<file path="config.mk">
export PLATFORM = sky130hd
export DESIGN_NAME = can_rx_hub
export DESIGN_NICKNAME = d
export VERILOG_FILES = /design/src/common/wb_pkg.sv /design/src/common/hub_pkg.sv /design/src/can_rx_hub.sv /design/src/readout/rx_wb_result.sv /design/src/readout/rx_readdata_latch.sv /design/src/readout/rx_pending_decoder.sv /design/src/rx_buffer_bank.sv
export SDC_FILE = /design/constraint.sdc
export NUM_CORES = 1
export LEC_CHECK = 0
export ABC_AREA = 1
export BUFFER_PORTS_ARGS = -buffer_cell sky130_fd_sc_hd__buf_4
export CORE_MARGIN = 4
export CORE_UTILIZATION = 25
export CTS_BUF_LIST = sky130_fd_sc_hd__clkbuf_8
export DETAILED_ROUTE_END_ITERATION = 8
export SYNTH_ARGS = -nofsm -noshare
export SYNTH_HDL_FRONTEND = slang
export SYNTH_HIERARCHICAL = 1
export SYNTH_SLANG_ARGS = --single-unit
</file>
<file path="constraint.sdc">
create_clock -name clock -period 14.7 [get_ports clock]
set_input_delay 0.735 -clock clock [delete_from_list [all_inputs] [get_ports clock]]
set_output_delay 0.735 -clock clock [all_outputs]
set_load 0.005 [all_outputs]
</file>
<file path="src/common/wb_pkg.sv">
`default_nettype none

package wb_pkg;

   typedef logic [1:0] wb_adr_t;
   typedef logic [15:0] wb_dat_t;

   typedef struct packed {
      logic    cyc;
      logic    stb;
      logic    we;
      wb_adr_t adr;
      wb_dat_t dat;
   } wb_req_t;

   typedef struct packed {
      logic    ack;
      wb_dat_t dat;
   } wb_rsp_t;

   localparam wb_adr_t addr_status = 2'd0;  // held, overrun, bus number
   localparam wb_adr_t addr_data   = 2'd1;  // held word, read ends the transfer

endpackage

`default_nettype wire

</file>
<file path="src/common/hub_pkg.sv">
`default_nettype none

package hub_pkg;

   localparam int num_buses = 32;  // CAN receivers on the hub

   typedef logic [$clog2(num_buses)-1:0] bus_idx_t;
   typedef logic [15:0] rx_word_t;
   typedef logic [num_buses-1:0] bus_mask_t;  // one bit per bus

   // decoder scan FSM
   typedef enum logic [1:0] {
      scan_idle,
      scan_grant,
      scan_wait
   } scan_state_t;

   // CAN side write into the buffer bank
   typedef struct packed {
      logic     strobe;
      bus_idx_t bus;
      rx_word_t data;
   } rx_write_t;

   // decoder to latch, valid for one cycle
   typedef struct packed {
      logic     valid;
      bus_idx_t bus;
   } grant_t;

endpackage

`default_nettype wire
</file>
<file path="src/can_rx_hub.sv">
`default_nettype none

module can_rx_hub
   import hub_pkg::*;
   import wb_pkg::*;
(
   input  logic      clock,
   input  logic      reset,
   input  rx_write_t rx_write,
   input  wb_req_t   wb_req,
   output wb_rsp_t   wb_rsp,
   output logic      irq_can_rec
);

   bus_mask_t                pending;
   bus_mask_t                clear;
   rx_word_t [num_buses-1:0] words;
   logic                     overrun;
   logic                     overrun_clear;
   grant_t                   grant;
   logic                     held;
   bus_idx_t                 held_bus;
   rx_word_t                 held_word;
   logic                     hold_release;

   rx_buffer_bank u_rx_buffer_bank (
      .clock         (clock),
      .reset         (reset),
      .rx_write      (rx_write),
      .clear         (clear),
      .overrun_clear (overrun_clear),
      .pending       (pending),
      .words         (words),
      .overrun       (overrun)
   );

   rx_pending_decoder u_rx_pending_decoder (
      .clock   (clock),
      .reset   (reset),
      .pending (pending),
      .held    (held),
      .grant   (grant)
   );

   rx_readdata_latch u_rx_readdata_latch (
      .clock        (clock),
      .reset        (reset),
      .grant        (grant),
      .words        (words),
      .hold_release (hold_release),
      .clear        (clear),
      .held         (held),
      .held_bus     (held_bus),
      .held_word    (held_word),
      .irq_can_rec  (irq_can_rec)
   );

   // host register port
   rx_wb_result u_rx_wb_result (
      .clock         (clock),
      .reset         (reset),
      .wb_req        (wb_req),
      .wb_rsp        (wb_rsp),
      .held          (held),
      .held_bus      (held_bus),
      .held_word     (held_word),
      .overrun       (overrun),
      .hold_release  (hold_release),
      .overrun_clear (overrun_clear)
   );

endmodule

`default_nettype wire

</file>
<file path="src/readout/rx_wb_result.sv">
`default_nettype none

module rx_wb_result
   import hub_pkg::*;
   import wb_pkg::*;
(
   input  logic     clock,
   input  logic     reset,
   input  wb_req_t  wb_req,
   output wb_rsp_t  wb_rsp,
   input  logic     held,
   input  bus_idx_t held_bus,
   input  rx_word_t held_word,
   input  logic     overrun,
   output logic     hold_release,
   output logic     overrun_clear
);

   logic    ack;
   logic    access;
   logic    rd_status;
   logic    rd_data;
   wb_dat_t status_word;
   wb_dat_t read_value;
   wb_dat_t dat_q;

   // one ack per access even if stb stays high through ack
   assign access    = wb_req.cyc && wb_req.stb && !ack;
   assign rd_status = access && !wb_req.we && (wb_req.adr == addr_status);
   assign rd_data   = access && !wb_req.we && (wb_req.adr == addr_data);

   always_comb begin
      status_word     = '0;
      status_word[15] = held;
      status_word[14] = overrun;
      status_word[4:0] = held ? held_bus : '0;  // no stale bus number
   end

   always_comb begin
      read_value = '0;
      if (!wb_req.we) begin
         case (wb_req.adr)
            addr_status: read_value = status_word;
            addr_data:   read_value = held ? held_word : '0;
            default:     read_value = '0;
         endcase
      end
   end

   // control pulses, all aligned with ack
   always_ff @(posedge clock) begin
      if (reset) begin
         ack           <= 1'b0;
         hold_release  <= 1'b0;
         overrun_clear <= 1'b0;
      end else begin
         ack           <= access;
         hold_release  <= rd_data && held;  // frees the holding register
         overrun_clear <= rd_status;
      end
   end

   // read data sampled in the access cycle
   always_ff @(posedge clock) begin
      if (access) begin
         dat_q <= read_value;
      end
   end

   assign wb_rsp.ack = ack;
   assign wb_rsp.dat = dat_q;

endmodule

`default_nettype wire

</file>
<file path="src/readout/rx_readdata_latch.sv">
`default_nettype none

module rx_readdata_latch
   import hub_pkg::*;
(
   input  logic                       clock,
   input  logic                       reset,
   input  grant_t                     grant,
   input  rx_word_t [num_buses-1:0]   words,
   input  logic                       hold_release,
   output bus_mask_t                  clear,
   output logic                       held,
   output bus_idx_t                   held_bus,
   output rx_word_t                   held_word,
   output logic                       irq_can_rec
);

   // clear the granted slot at the same edge the word is taken
   always_comb begin
      clear = '0;
      if (grant.valid) begin
         clear = bus_mask_t'(1) << grant.bus;
      end
   end

   // holding register busy flag
   always_ff @(posedge clock) begin
      if (reset) begin
         held <= 1'b0;
      end else if (grant.valid) begin
         held <= 1'b1;
      end else if (hold_release) begin
         held <= 1'b0;  // host read the data register
      end
   end

   // selected word and its bus number
   always_ff @(posedge clock) begin
      if (grant.valid) begin
         held_word <= words[grant.bus];
         held_bus  <= grant.bus;
      end
   end

   // interrupt stays up while a message waits for the host
   assign irq_can_rec = held;

endmodule

`default_nettype wire

</file>
<file path="src/readout/rx_pending_decoder.sv">
`default_nettype none

module rx_pending_decoder
   import hub_pkg::*;
(
   input  logic      clock,
   input  logic      reset,
   input  bus_mask_t pending,
   input  logic      held,
   output grant_t    grant
);

   scan_state_t state;
   bus_idx_t    last_bus;   // last granted bus, also the grant index
   bus_idx_t    next_pick;

   // first pending bus at or after start, wrapping past the top
   function automatic bus_idx_t next_bus(bus_mask_t mask, bus_idx_t start);
      bus_idx_t idx;
      bus_idx_t pick;
      logic     found;
      pick  = start;
      found = 1'b0;
      for (int i = 0; i < num_buses; i++) begin
         idx = bus_idx_t'(start + bus_idx_t'(i));
         if (!found && mask[idx]) begin
            pick  = idx;
            found = 1'b1;
         end
      end
      return pick;
   endfunction

   assign next_pick = next_bus(pending, bus_idx_t'(last_bus + 1'b1));

   always_ff @(posedge clock) begin
      if (reset) begin
         state    <= scan_idle;
         last_bus <= bus_idx_t'(num_buses - 1);  // search starts at bus 0
      end else begin
         case (state)
            scan_idle: begin
               if (!held && |pending) begin
                  last_bus <= next_pick;
                  state    <= scan_grant;
               end
            end
            scan_grant: state <= scan_wait;  // single grant cycle
            scan_wait:  if (held) state <= scan_idle;  // latch took the word
            default:    state <= scan_idle;
         endcase
      end
   end

   assign grant.valid = (state == scan_grant);
   assign grant.bus   = last_bus;

endmodule

`default_nettype wire

</file>
<file path="src/rx_buffer_bank.sv">
`default_nettype none

module rx_buffer_bank
   import hub_pkg::*;
(
   input  logic                       clock,
   input  logic                       reset,
   input  rx_write_t                  rx_write,
   input  bus_mask_t                  clear,
   input  logic                       overrun_clear,
   output bus_mask_t                  pending,
   output rx_word_t [num_buses-1:0]   words,
   output logic                       overrun
);

   bus_mask_t write_mask;
   logic      slot_busy;

   // one-hot of the slot being written this cycle
   assign write_mask = rx_write.strobe ? (bus_mask_t'(1) << rx_write.bus) : '0;

   // a slot still pending and not taken by the latch this cycle
   assign slot_busy = pending[rx_write.bus] && !clear[rx_write.bus];

   // word storage, one slot per bus
   always_ff @(posedge clock) begin
      if (rx_write.strobe) begin
         words[rx_write.bus] <= rx_write.data;
      end
   end

   // pending flags, write wins over clear on the same slot
   always_ff @(posedge clock) begin
      if (reset) begin
         pending <= '0;
      end else begin
         pending <= (pending & ~clear) | write_mask;
      end
   end

   // sticky overrun, a new overrun beats the host clear
   always_ff @(posedge clock) begin
      if (reset) begin
         overrun <= 1'b0;
      end else if (rx_write.strobe && slot_busy) begin
         overrun <= 1'b1;  // unread word replaced
      end else if (overrun_clear) begin
         overrun <= 1'b0;
      end
   end

endmodule

`default_nettype wire

</file>
* After elaboration in Yosys (flattened, before gate mapping)
Index checks and enable logic that the tools add are counted.
** Cells by class
- Mux-type cells :: 147
- Order comparisons :: 35
- Shift-type cells :: 2
- Bitwise gates (word level) :: 3
- Reductions and logical operators :: 83
- Eq/ne operators :: 5
- $add $sub $neg :: 32
** Operator list (count)
- bitwise mux 512 bit :: 1
- < comparator 5 x 6 -> 1 bit, second input constant :: 34
- binary-select mux 1 bit (select 5 bit) :: 34
- two-way mux 5 bit :: 32
- adder 5 bit, second input constant :: 16
- binary-select mux 16 bit (select 5 bit) :: 1
- demux 16 bit (select 5 bit) :: 1
- two-way mux 1 bit :: 69
- two-way mux 32 bit :: 2
- << shifter 1 x 5 -> 32 bit, first input constant :: 2
- two-way mux 16 bit :: 3
- logical AND 1 bit :: 41
- adder 5 x 4 -> 5 bit, second input constant :: 8
- zero test 1 bit :: 35
- bitwise AND 32 bit :: 1
- NOT 32 bit :: 1
- OR 32 bit :: 1
- case mux 16 bit (2 select lines) :: 1
- OR reduction 32 bit :: 1
- adder 5 x 3 -> 5 bit, second input constant :: 4
- adder 5 x 1 -> 5 bit, second input constant :: 2
- adder 5 x 2 -> 5 bit, second input constant :: 2
- case mux 2 bit (3 select lines) :: 1
- greater-or-equal comparator 5 x 1 -> 1 bit, second input constant :: 1
- other kinds (7) :: 13
** Storage, ports and cells
- Register bits :: 593
- Input bits :: 45
- Output and inout port bits :: 18
- Logic and storage cells :: 350

* Logic depth before layout (Yosys ltp)
Gate-level depths: netlist of the first run.
- Word-level depth :: 97
- Gate-level depth with buffers :: 54
- Mapped depth without buffers :: 50

* Cells and area by module
The synthesis of the first run kept the hierarchy.
** By module, submodules not included
- rx_buffer_bank :: cells each 857, seq. area each 16035.4 sq um, area an instance 17359.1 sq um, times used 1
- rx_readdata_latch :: cells each 1462, seq. area each 650.6 sq um, area an instance 6582.6 sq um, times used 1
- rx_pending_decoder :: cells each 1019, seq. area each 140.1 sq um, area an instance 4812.1 sq um, times used 1
- rx_wb_result :: cells each 101, seq. area each 540.5 sq um, area an instance 913.4 sq um, times used 1

* Least setup slack after synthesis of the first run
Ideal clock, no wire load.
- Path type :: register -> register
- Start point :: reg u_rx_pending_decoder.last_bus[0]
- End point :: reg u_rx_pending_decoder.last_bus[3]
- Required time :: 14585 ps
- Library setup time :: 115 ps
- Buffers on the path :: 5
- Arrival time :: 5107 ps
- Stages on the path, launching flop included :: 48
- Clock period less this slack :: 5221 ps
- Setup slack :: 9479 ps
- Cells stage by stage :: dfxtp_1 inv_2 buf_6 buf_6 ha_1 buf_2 inv_2 buf_4 buf_4 nand4_1 nand2_2 nand3_1 nand3_1 nand2_2 nor2_4 nand2_1 nor3_4 nand3_2 [12 not listed] nor2_4 nand2_2 nor2_4 nand2_4 nor2_8 nand2_2 nor2_4 nand2_2 nor3_4 inv_2 nor2_4 nand2_1 inv_2 a21oi_1 nand2_1 nand2_1 nand2_1 nand2_1
** Between the ends
- Cells in the longest elaborated chain, start to end :: 97
- Elaborated cells between the ends (all ways) :: 220
** RTL lines
- start, declared :: line rx_pending_decoder.sv:14 : bus_idx_t last_bus;
- start signal, assigned :: line rx_pending_decoder.sv:39 : last_bus <= bus_idx_t'(num_buses - 1);
- start signal, assigned :: line rx_pending_decoder.sv:44 : last_bus <= next_pick;
- adder 5 x 1 -> 5 bit * :: line rx_pending_decoder.sv:34 : assign next_pick = next_bus(pending, bus_idx_t'(last_bus + 1'b1));
- parallel branches: the longest is 95 deep, another holds adder 5 x 1 -> 5 bit
- two-way mux 5 bit * :: line rx_pending_decoder.sv:26 : if (!found && mask[idx]) begin
Every way passes the cells marked *. The select of a mux whose other input is x is not followed.
A chain may end at the register's enable or synchronous reset.

* Final worst setup path of the first run
- Start point :: reg u_rx_pending_decoder.last_bus[0]
- End point :: reg u_rx_pending_decoder.last_bus[4]
The elaborated chain is that of the path after synthesis.

==> reports/metrics.cfg, run 1 <==
[logic_synthesis]
ys_top_cells_by_area=edfxtp_1 (56%), nand2_1 (20%), nand3_1 (6.5%)
synth_top_area_share_pct=55.57
ys_seq_area_share_pct=58.54
syn_nets=3491
avgSynthCellArea_um2=8.627
netlist_instances=3439
yosysUniqueCellTypes=43
synth_area_um2=29670
synth_top_area_cell=edfxtp_1
ys_warn_count=6
ys_ff_latch=593

[layout]
drive_gt1_share_pct=8.626
final_cell_mix=nand2_1 (1579), edfxtp_1 (549), nand3_1 (386)
syn2layout_area_growth_pct=12.08
nNetsFinal=3517
stdcell_count=5075
layout_commonest_cell=nand2_1

[route]
wl_mm=89.36
routed_via_density=4.598
drtPass1Iterations=5
drt-wirelength-per-cell_um=17.61
drc_errors=0
ant_nets=0
dr_total_vias=23340
drt-initial-drc-count=2370

[worst_setup_path]
cp.required_ns=15.27
cpPeakStageDelay_ns=0.72
endpoint_kind=flop
critPathMaxFanout=49
rr_worst_depth=48
cpMostUsedCell=nand2_1
startpoint_type=flop
arrival_ns=8.07
critPathSlowestCell=dfxtp_4
critical_path_class=reg -> reg

[sta]
worst_clock_skew_ns=0.03002
fin_crit_ns=7.505
tightest_slew_ns=1.191
timing.fmax_ghz=0.1332
grt_setup_unrepaired=false
finalSetupTns_ns=0
slew_viol_final=0
hold_slack_ns=0.3637
period_share_pct=51.06
setup_ws_ns=7.195
hold_viol_final=0
relSlewSlack_pct=20.41
setup_viol=0

[cts]
root_buffer=clkbuf_8
clock-sinks=593
htreeDepth=3
cts_setup_buffers=0
cts_made_buffers=96
cts_hold_buf=0
cts_tree=built
insertion_delay_ns=0.70
clockBufferDepth=3
clk_pin_slew_ns=0.06
post_cts_resized=0

[floorplanning]
dieArea_um2=124200
die_w_um=352.5
rows=126
ioPinCount=63
core_area_um2=117900
start_util_pct=25.16
die_h_um=352.5

[worst_hold_path]
whs_path_depth=4
min_path_type=in -> reg

[run]
cap_violations=0

[grt]
grt_usage_pct=13.82
use_met1_pct=19.21
overflow=0
use_met2_pct=21.64
grt_pass1_vias=21540
grt_first_pass_wirelength_mm=133.1
grt_start_max_net_pins=169
grt_util_met3_pct=2.989
antenna_found_initial=5
top_usage_layer=met2

[placement]
post-place-ws_ns=7.250
dp_cells=4903
numPortBuffers=46
dp_hpwl_mm=54.35
place.gp.congestion=0.9231

[power]
cellLeakagePower_uw=0.01341
pwr_density_cell_nw_per_um2=206.8
irDropWorstVdd_v=0.0001055

[outcome]
status=finished, final reports clean

==> report_power, final <==
group	leakage, µW	switching (µW)	internal, µW	total, µW
Sequential	0.00531	42.6	1900	1940
Clock	0.00102	639	692	1330
Combinational	0.00708	2640	967	3610
Total	0.0134	3320	3560	6880
==> stage by stage <==
step | power (µW) | cell area [µm²] | utilization [%]
after detailed placement | 5516 | 31480 | 26.69
final | 6878 | 33250 | 28.20
after floorplan | 4483 | 29670 | -
after global routing | 7384 | 33250 | 28.20
after global placement | 5514 | 31480 | 26.69
after CTS | 6860 | 33240 | 28.19
==> worst max-delay path, delay by kind of cell (launching register included) <==
family                   cells  cell delay [ns]
AND/OR/NAND/NOR             41             4.78
buffers and inverters        5             1.34
flip-flops                   1             0.72
adder cells (fa/ha/maj)      1             0.42
AO/OA/AOI/OAI                1             0.10
==> cells in the mapped netlist <==
cell type,n
buf_4,21
nor4_1,9
edfxtp_1,549
o211ai_1,3
xnor2_2,2
o21ai_1,3
nand3_2,1
nand3_1,386
nand2_2,21
clkbuf_1,30
nor2_2,3
clkinv_1,2
nor2_8,1
a21oi_2,1
inv_6,1
a31o_2,1
dfxtp_1,44
buf_6,21
nor2_1,194
inv_1,203
o21ai_2,2
a31oi_1,14
nand4_1,16
o21ai_0,65
xnor2_1,2
o21bai_1,1
inv_2,16
xor2_2,1
nor2_4,13
and2_1,2
nor3_1,18
nand2_4,3
a21oi_1,88
ha_1,7
xor2_1,9
buf_2,71
a311oi_1,1
nand2_1,1579
or2_2,3
nor3_4,2
inv_4,1
o21a_1,14
buf_1,15
==> state kept, by name, indices dropped and copies added (netlist names) <==
name                           flops
u_rx_buffer_bank/overrun           1
u_rx_readdata_latch/held_word     16
u_rx_wb_result/dat_q              16
u_rx_pending_decoder/state         2
u_rx_wb_result/ack                 1
u_rx_readdata_latch/held           1
u_rx_buffer_bank/pending          32
u_rx_buffer_bank/words           512
u_rx_readdata_latch/held_bus       5
u_rx_wb_result/hold_release        1
u_rx_pending_decoder/last_bus      5
u_rx_wb_result/overrun_clear       1
==> worst paths after layout <==
| path | startpoint | endpoint | slack (ns) |
|---|---|---|---|
| hold / removal | wb_req[16] | u_rx_wb_result/overrun_clear | 0.36 |
| setup reg to reg | u_rx_pending_decoder/last_bus[0] | u_rx_pending_decoder/last_bus[4] | 7.19 |
| hold reg to reg | u_rx_wb_result/hold_release | u_rx_readdata_latch/held | 0.50 |
| setup / recovery | u_rx_pending_decoder/last_bus[0] | u_rx_pending_decoder/last_bus[4] | 7.19 |
==> routing by layer <==
| layer | up-vias | wire length, µm |
|---|---|---|
| met3 | 139 | 7219 |
| met1 | 10990 | 39980 |
| met4 | 2 | 2288 |
| met2 | 884 | 39850 |
| met5 | - | 15 |
| li1 | 11330 | - |
==> kinds of logic after synthesis <==
group	synth area share, %
buffers and inverters	5.942
adder cells (fa/ha/maj)	0.2952
AND/OR/NAND/NOR	31.20
XOR/XNOR	0.4893
flip-flops	58.54
AO/OA/AOI/OAI	3.530
==> area by class of cell <==
class                      instances  area [µm²]
antenna                            3       7.507
clock buffer                      99        1363
clock inverter                    70       402.9
fill                           12480       84670
inverter                         223       847.1
multi-input combinational       2465       10660
sequential                       593       17380
tap                             1536        1922
timing repair buffer              86       670.6
Power figures use the tool's default switching activity.
==> run 2: changes to the inputs <==
Clock period 14.7 ns to 6.6 ns, I/O delays scaled along.
==> run 2 against run 1 <==
Worst hold slack got worse by 0.31 ns. Power increased by 130%. Clock-buffer cell count increased by 2. First-iteration DRC count decreased by 0.72%. Combinational power increased by 130%. Sequential share of layout area decreased by 0.40 points. Clock power increased by 130%. Cell count increased by 0.37%. Clock skew increased by 0.022 ns. Critical path type unchanged. Critical endpoint is now u_rx_pending_decoder/last_bus[3]. Largest power group unchanged.
==> reports/metrics.cfg, run 2 (synthesis results as in run 1) <==
[outcome]
status=finished, final reports clean  ; unchanged

[floorplanning]
rows=126  ; unchanged
dieArea_um2=124200  ; unchanged
start_util_pct=25.16  ; unchanged
die_w_um=352.5  ; unchanged
core_area_um2=117900  ; unchanged
die_h_um=352.5  ; unchanged
ioPinCount=63  ; unchanged

[grt]
grt_first_pass_wirelength_mm=133.7  ; was 133.1 mm
grt_pass1_vias=21560  ; was 21540
antenna_found_initial=5  ; unchanged
grt_usage_pct=13.85  ; was 13.82%
overflow=0  ; unchanged
grt_start_max_net_pins=78  ; was 169

[worst_setup_path]
regToRegSetupSlack_ns=0.60  ; was 7.19 ns
arrival_ns=6.58  ; was 8.07 ns
critical_path_class=reg -> reg  ; unchanged
rr_worst_depth=44  ; was 48
timing.rr.start=u_rx_pending_decoder/last_bus[1]  ; was u_rx_pending_decoder/last_bus[0]
timing.rr.end=u_rx_pending_decoder/last_bus[3]  ; was u_rx_pending_decoder/last_bus[4]
endpoint_kind=flop  ; unchanged
cp.required_ns=7.18  ; was 15.27 ns
startpoint_type=flop  ; unchanged
cpMostUsedCell=nand2_1  ; unchanged
crit_end=u_rx_pending_decoder/last_bus[3]  ; was u_rx_pending_decoder/last_bus[4]
critPathLaunch=u_rx_pending_decoder/last_bus[1]  ; was u_rx_pending_decoder/last_bus[0]
cpPeakStageDelay_ns=0.39  ; was 0.72 ns
critPathMaxFanout=33  ; was 49
critPathSlowestCell=dfxtp_4  ; unchanged

[cts]
htreeDepth=3  ; unchanged
cts_tree=built  ; unchanged
clk_pin_slew_ns=0.06  ; about the same
clock-sinks=593  ; unchanged
root_buffer=clkbuf_8  ; unchanged
insertion_delay_ns=0.73  ; was 0.70 ns
cts_made_buffers=95  ; was 96
clockBufferDepth=3  ; unchanged
cts_setup_buffers=0  ; unchanged

[route]
wl_mm=89.20  ; was 89.36 mm
dr.max_layer_used=met5  ; unchanged
drtPass1Iterations=5  ; unchanged
routed_via_density=4.624  ; was 4.598
dr_total_vias=23550  ; was 23340
wl_met2_mm=39.31  ; was 39.85 mm
drt-initial-drc-count=2353  ; was 2370
drc_errors=0  ; unchanged
wl_met1_mm=40.59  ; was 39.98 mm
met3_wirelength_mm=7.266  ; was 7.219 mm
drt-wirelength-per-cell_um=17.51  ; was 17.61 µm
ant_nets=0  ; unchanged

[worst_hold_path]
min_path_type=in -> reg  ; unchanged

[sta]
tightest_slew_ns=1.230  ; was 1.191 ns
setup_ws_ns=0.5975  ; was 7.195 ns
grt_setup_unrepaired=false  ; unchanged
hold_slack_ns=0.05859  ; was 0.3637 ns
fin_crit_ns=6.003  ; was 7.505 ns
setup_viol=0  ; unchanged
finalSetupTns_ns=0  ; unchanged
period_share_pct=90.95  ; was 51.06%
timing.fmax_ghz=0.1666  ; was 0.1332 GHz
relSlewSlack_pct=17.91  ; was 20.41%
slew_viol_final=0  ; unchanged
worst_clock_skew_ns=0.05235  ; was 0.03002 ns
hold_viol_final=0  ; unchanged

[power]
irDropWorstVdd_v=0.0002335  ; was 0.0001055 V
pwr_density_cell_nw_per_um2=462.0  ; was 206.8 nW/µm²
cellLeakagePower_uw=0.01351  ; was 0.01341 µW
power.total_uw=15480  ; was 6878 µW

[layout]
reg_top3=u_rx_buffer_bank/words x512, u_rx_buffer_bank/pending x32  ; unchanged
top_register=u_rx_buffer_bank/words  ; unchanged
nNetsFinal=3541  ; was 3517
layout_commonest_cell=nand2_1  ; unchanged
final_area_um2=33510  ; was 33250 µm²
syn2layout_area_growth_pct=12.95  ; was 12.08%
nFillCells=12460  ; was 12480
final_cell_mix=nand2_1 (1577), edfxtp_1 (549), nand3_1 (386)  ; was nand2_1 (1579), edfxtp_1 (549), nand3_1 (386)
drive_gt1_share_pct=9.390  ; was 8.626%
largest_reg_flops=512  ; unchanged

[placement]
dpl-instance-area_um2=31570  ; was 31480 µm²
dp_hpwl_mm=55.21  ; was 54.35 mm
numPortBuffers=46  ; unchanged
place.gp.congestion=0.9341  ; was 0.9231
post-place-ws_ns=0.5601  ; was 7.250 ns

[run]
cap_violations=0  ; unchanged

==> run 2: repair_timing <==
item                       in CTS  in global routing
hold endpoints to repair       74                  0
hold buffers                   10                  0
resized for setup               0                  6
setup endpoints to repair       0                  4
==> run 2: area by class of cell <==
cell class / instances / area [µm²] / share of cell area [%]
sequential: 593 / 17380 / 51.86
multi-input combinational: 2465 / 10680 / 31.86
tap: 1536 / 1922 / 5.735
clock buffer: 101 / 1390 / 4.148
timing repair buffer: 111 / 862.1 / 2.573
inverter: 223 / 847.1 / 2.528
clock inverter: 64 / 429.2 / 1.281
antenna: 1 / 2.502 / 0.007468
==> run 2: worst min path at each step <==
| stage | from | to | cells after the start |
|---|---|---|---|
| after floorplan | reset | u_rx_pending_decoder/state[0] | 1 |
| after global placement | u_rx_wb_result/hold_release | u_rx_readdata_latch/held | 3 |
| after detailed placement | u_rx_pending_decoder/last_bus[1] | u_rx_readdata_latch/held_bus[1] | 0 |
| after CTS | rx_write[8] | u_rx_buffer_bank/words[376] | 1 |
| after global routing | rx_write[8] | u_rx_buffer_bank/words[296] | 1 |
| final | rx_write[8] | u_rx_buffer_bank/words[296] | 1 |
==> run 2: layer usage <==
metal / track usage, % / vias up
met2: 21.44 / 921
met3: 2.793 / 142
met1: 19.83 / 11110
met5: 0 / -
li1: - / 11380
met4: 3.441 / 6
==> run 2: through the flow <==
stage	instances	util (%)
final	5094	28.42
after global routing	5094	28.42
after CTS	5093	28.40
after detailed placement	4918	26.77
after global placement	4918	26.77
after floorplan	3439	-
==> run 2: power breakdown <==
| group | switching (µW) | internal (µW) | total (µW) |
|---|---|---|---|
| clock | 1450 | 1580 | 3030 |
| sequential | 68.1 | 4230 | 4300 |
| combinational | 5910 | 2250 | 8150 |
==> run 2: critical path, delay by kind of cell (launching register included) <==
kind	cells	cell delay, ns
buf+inv	4	0.69
compound gates	1	0.04
flops	1	0.39
fa+ha+maj	1	0.38
simple gates	37	4.19
xor+xnor	1	0.17
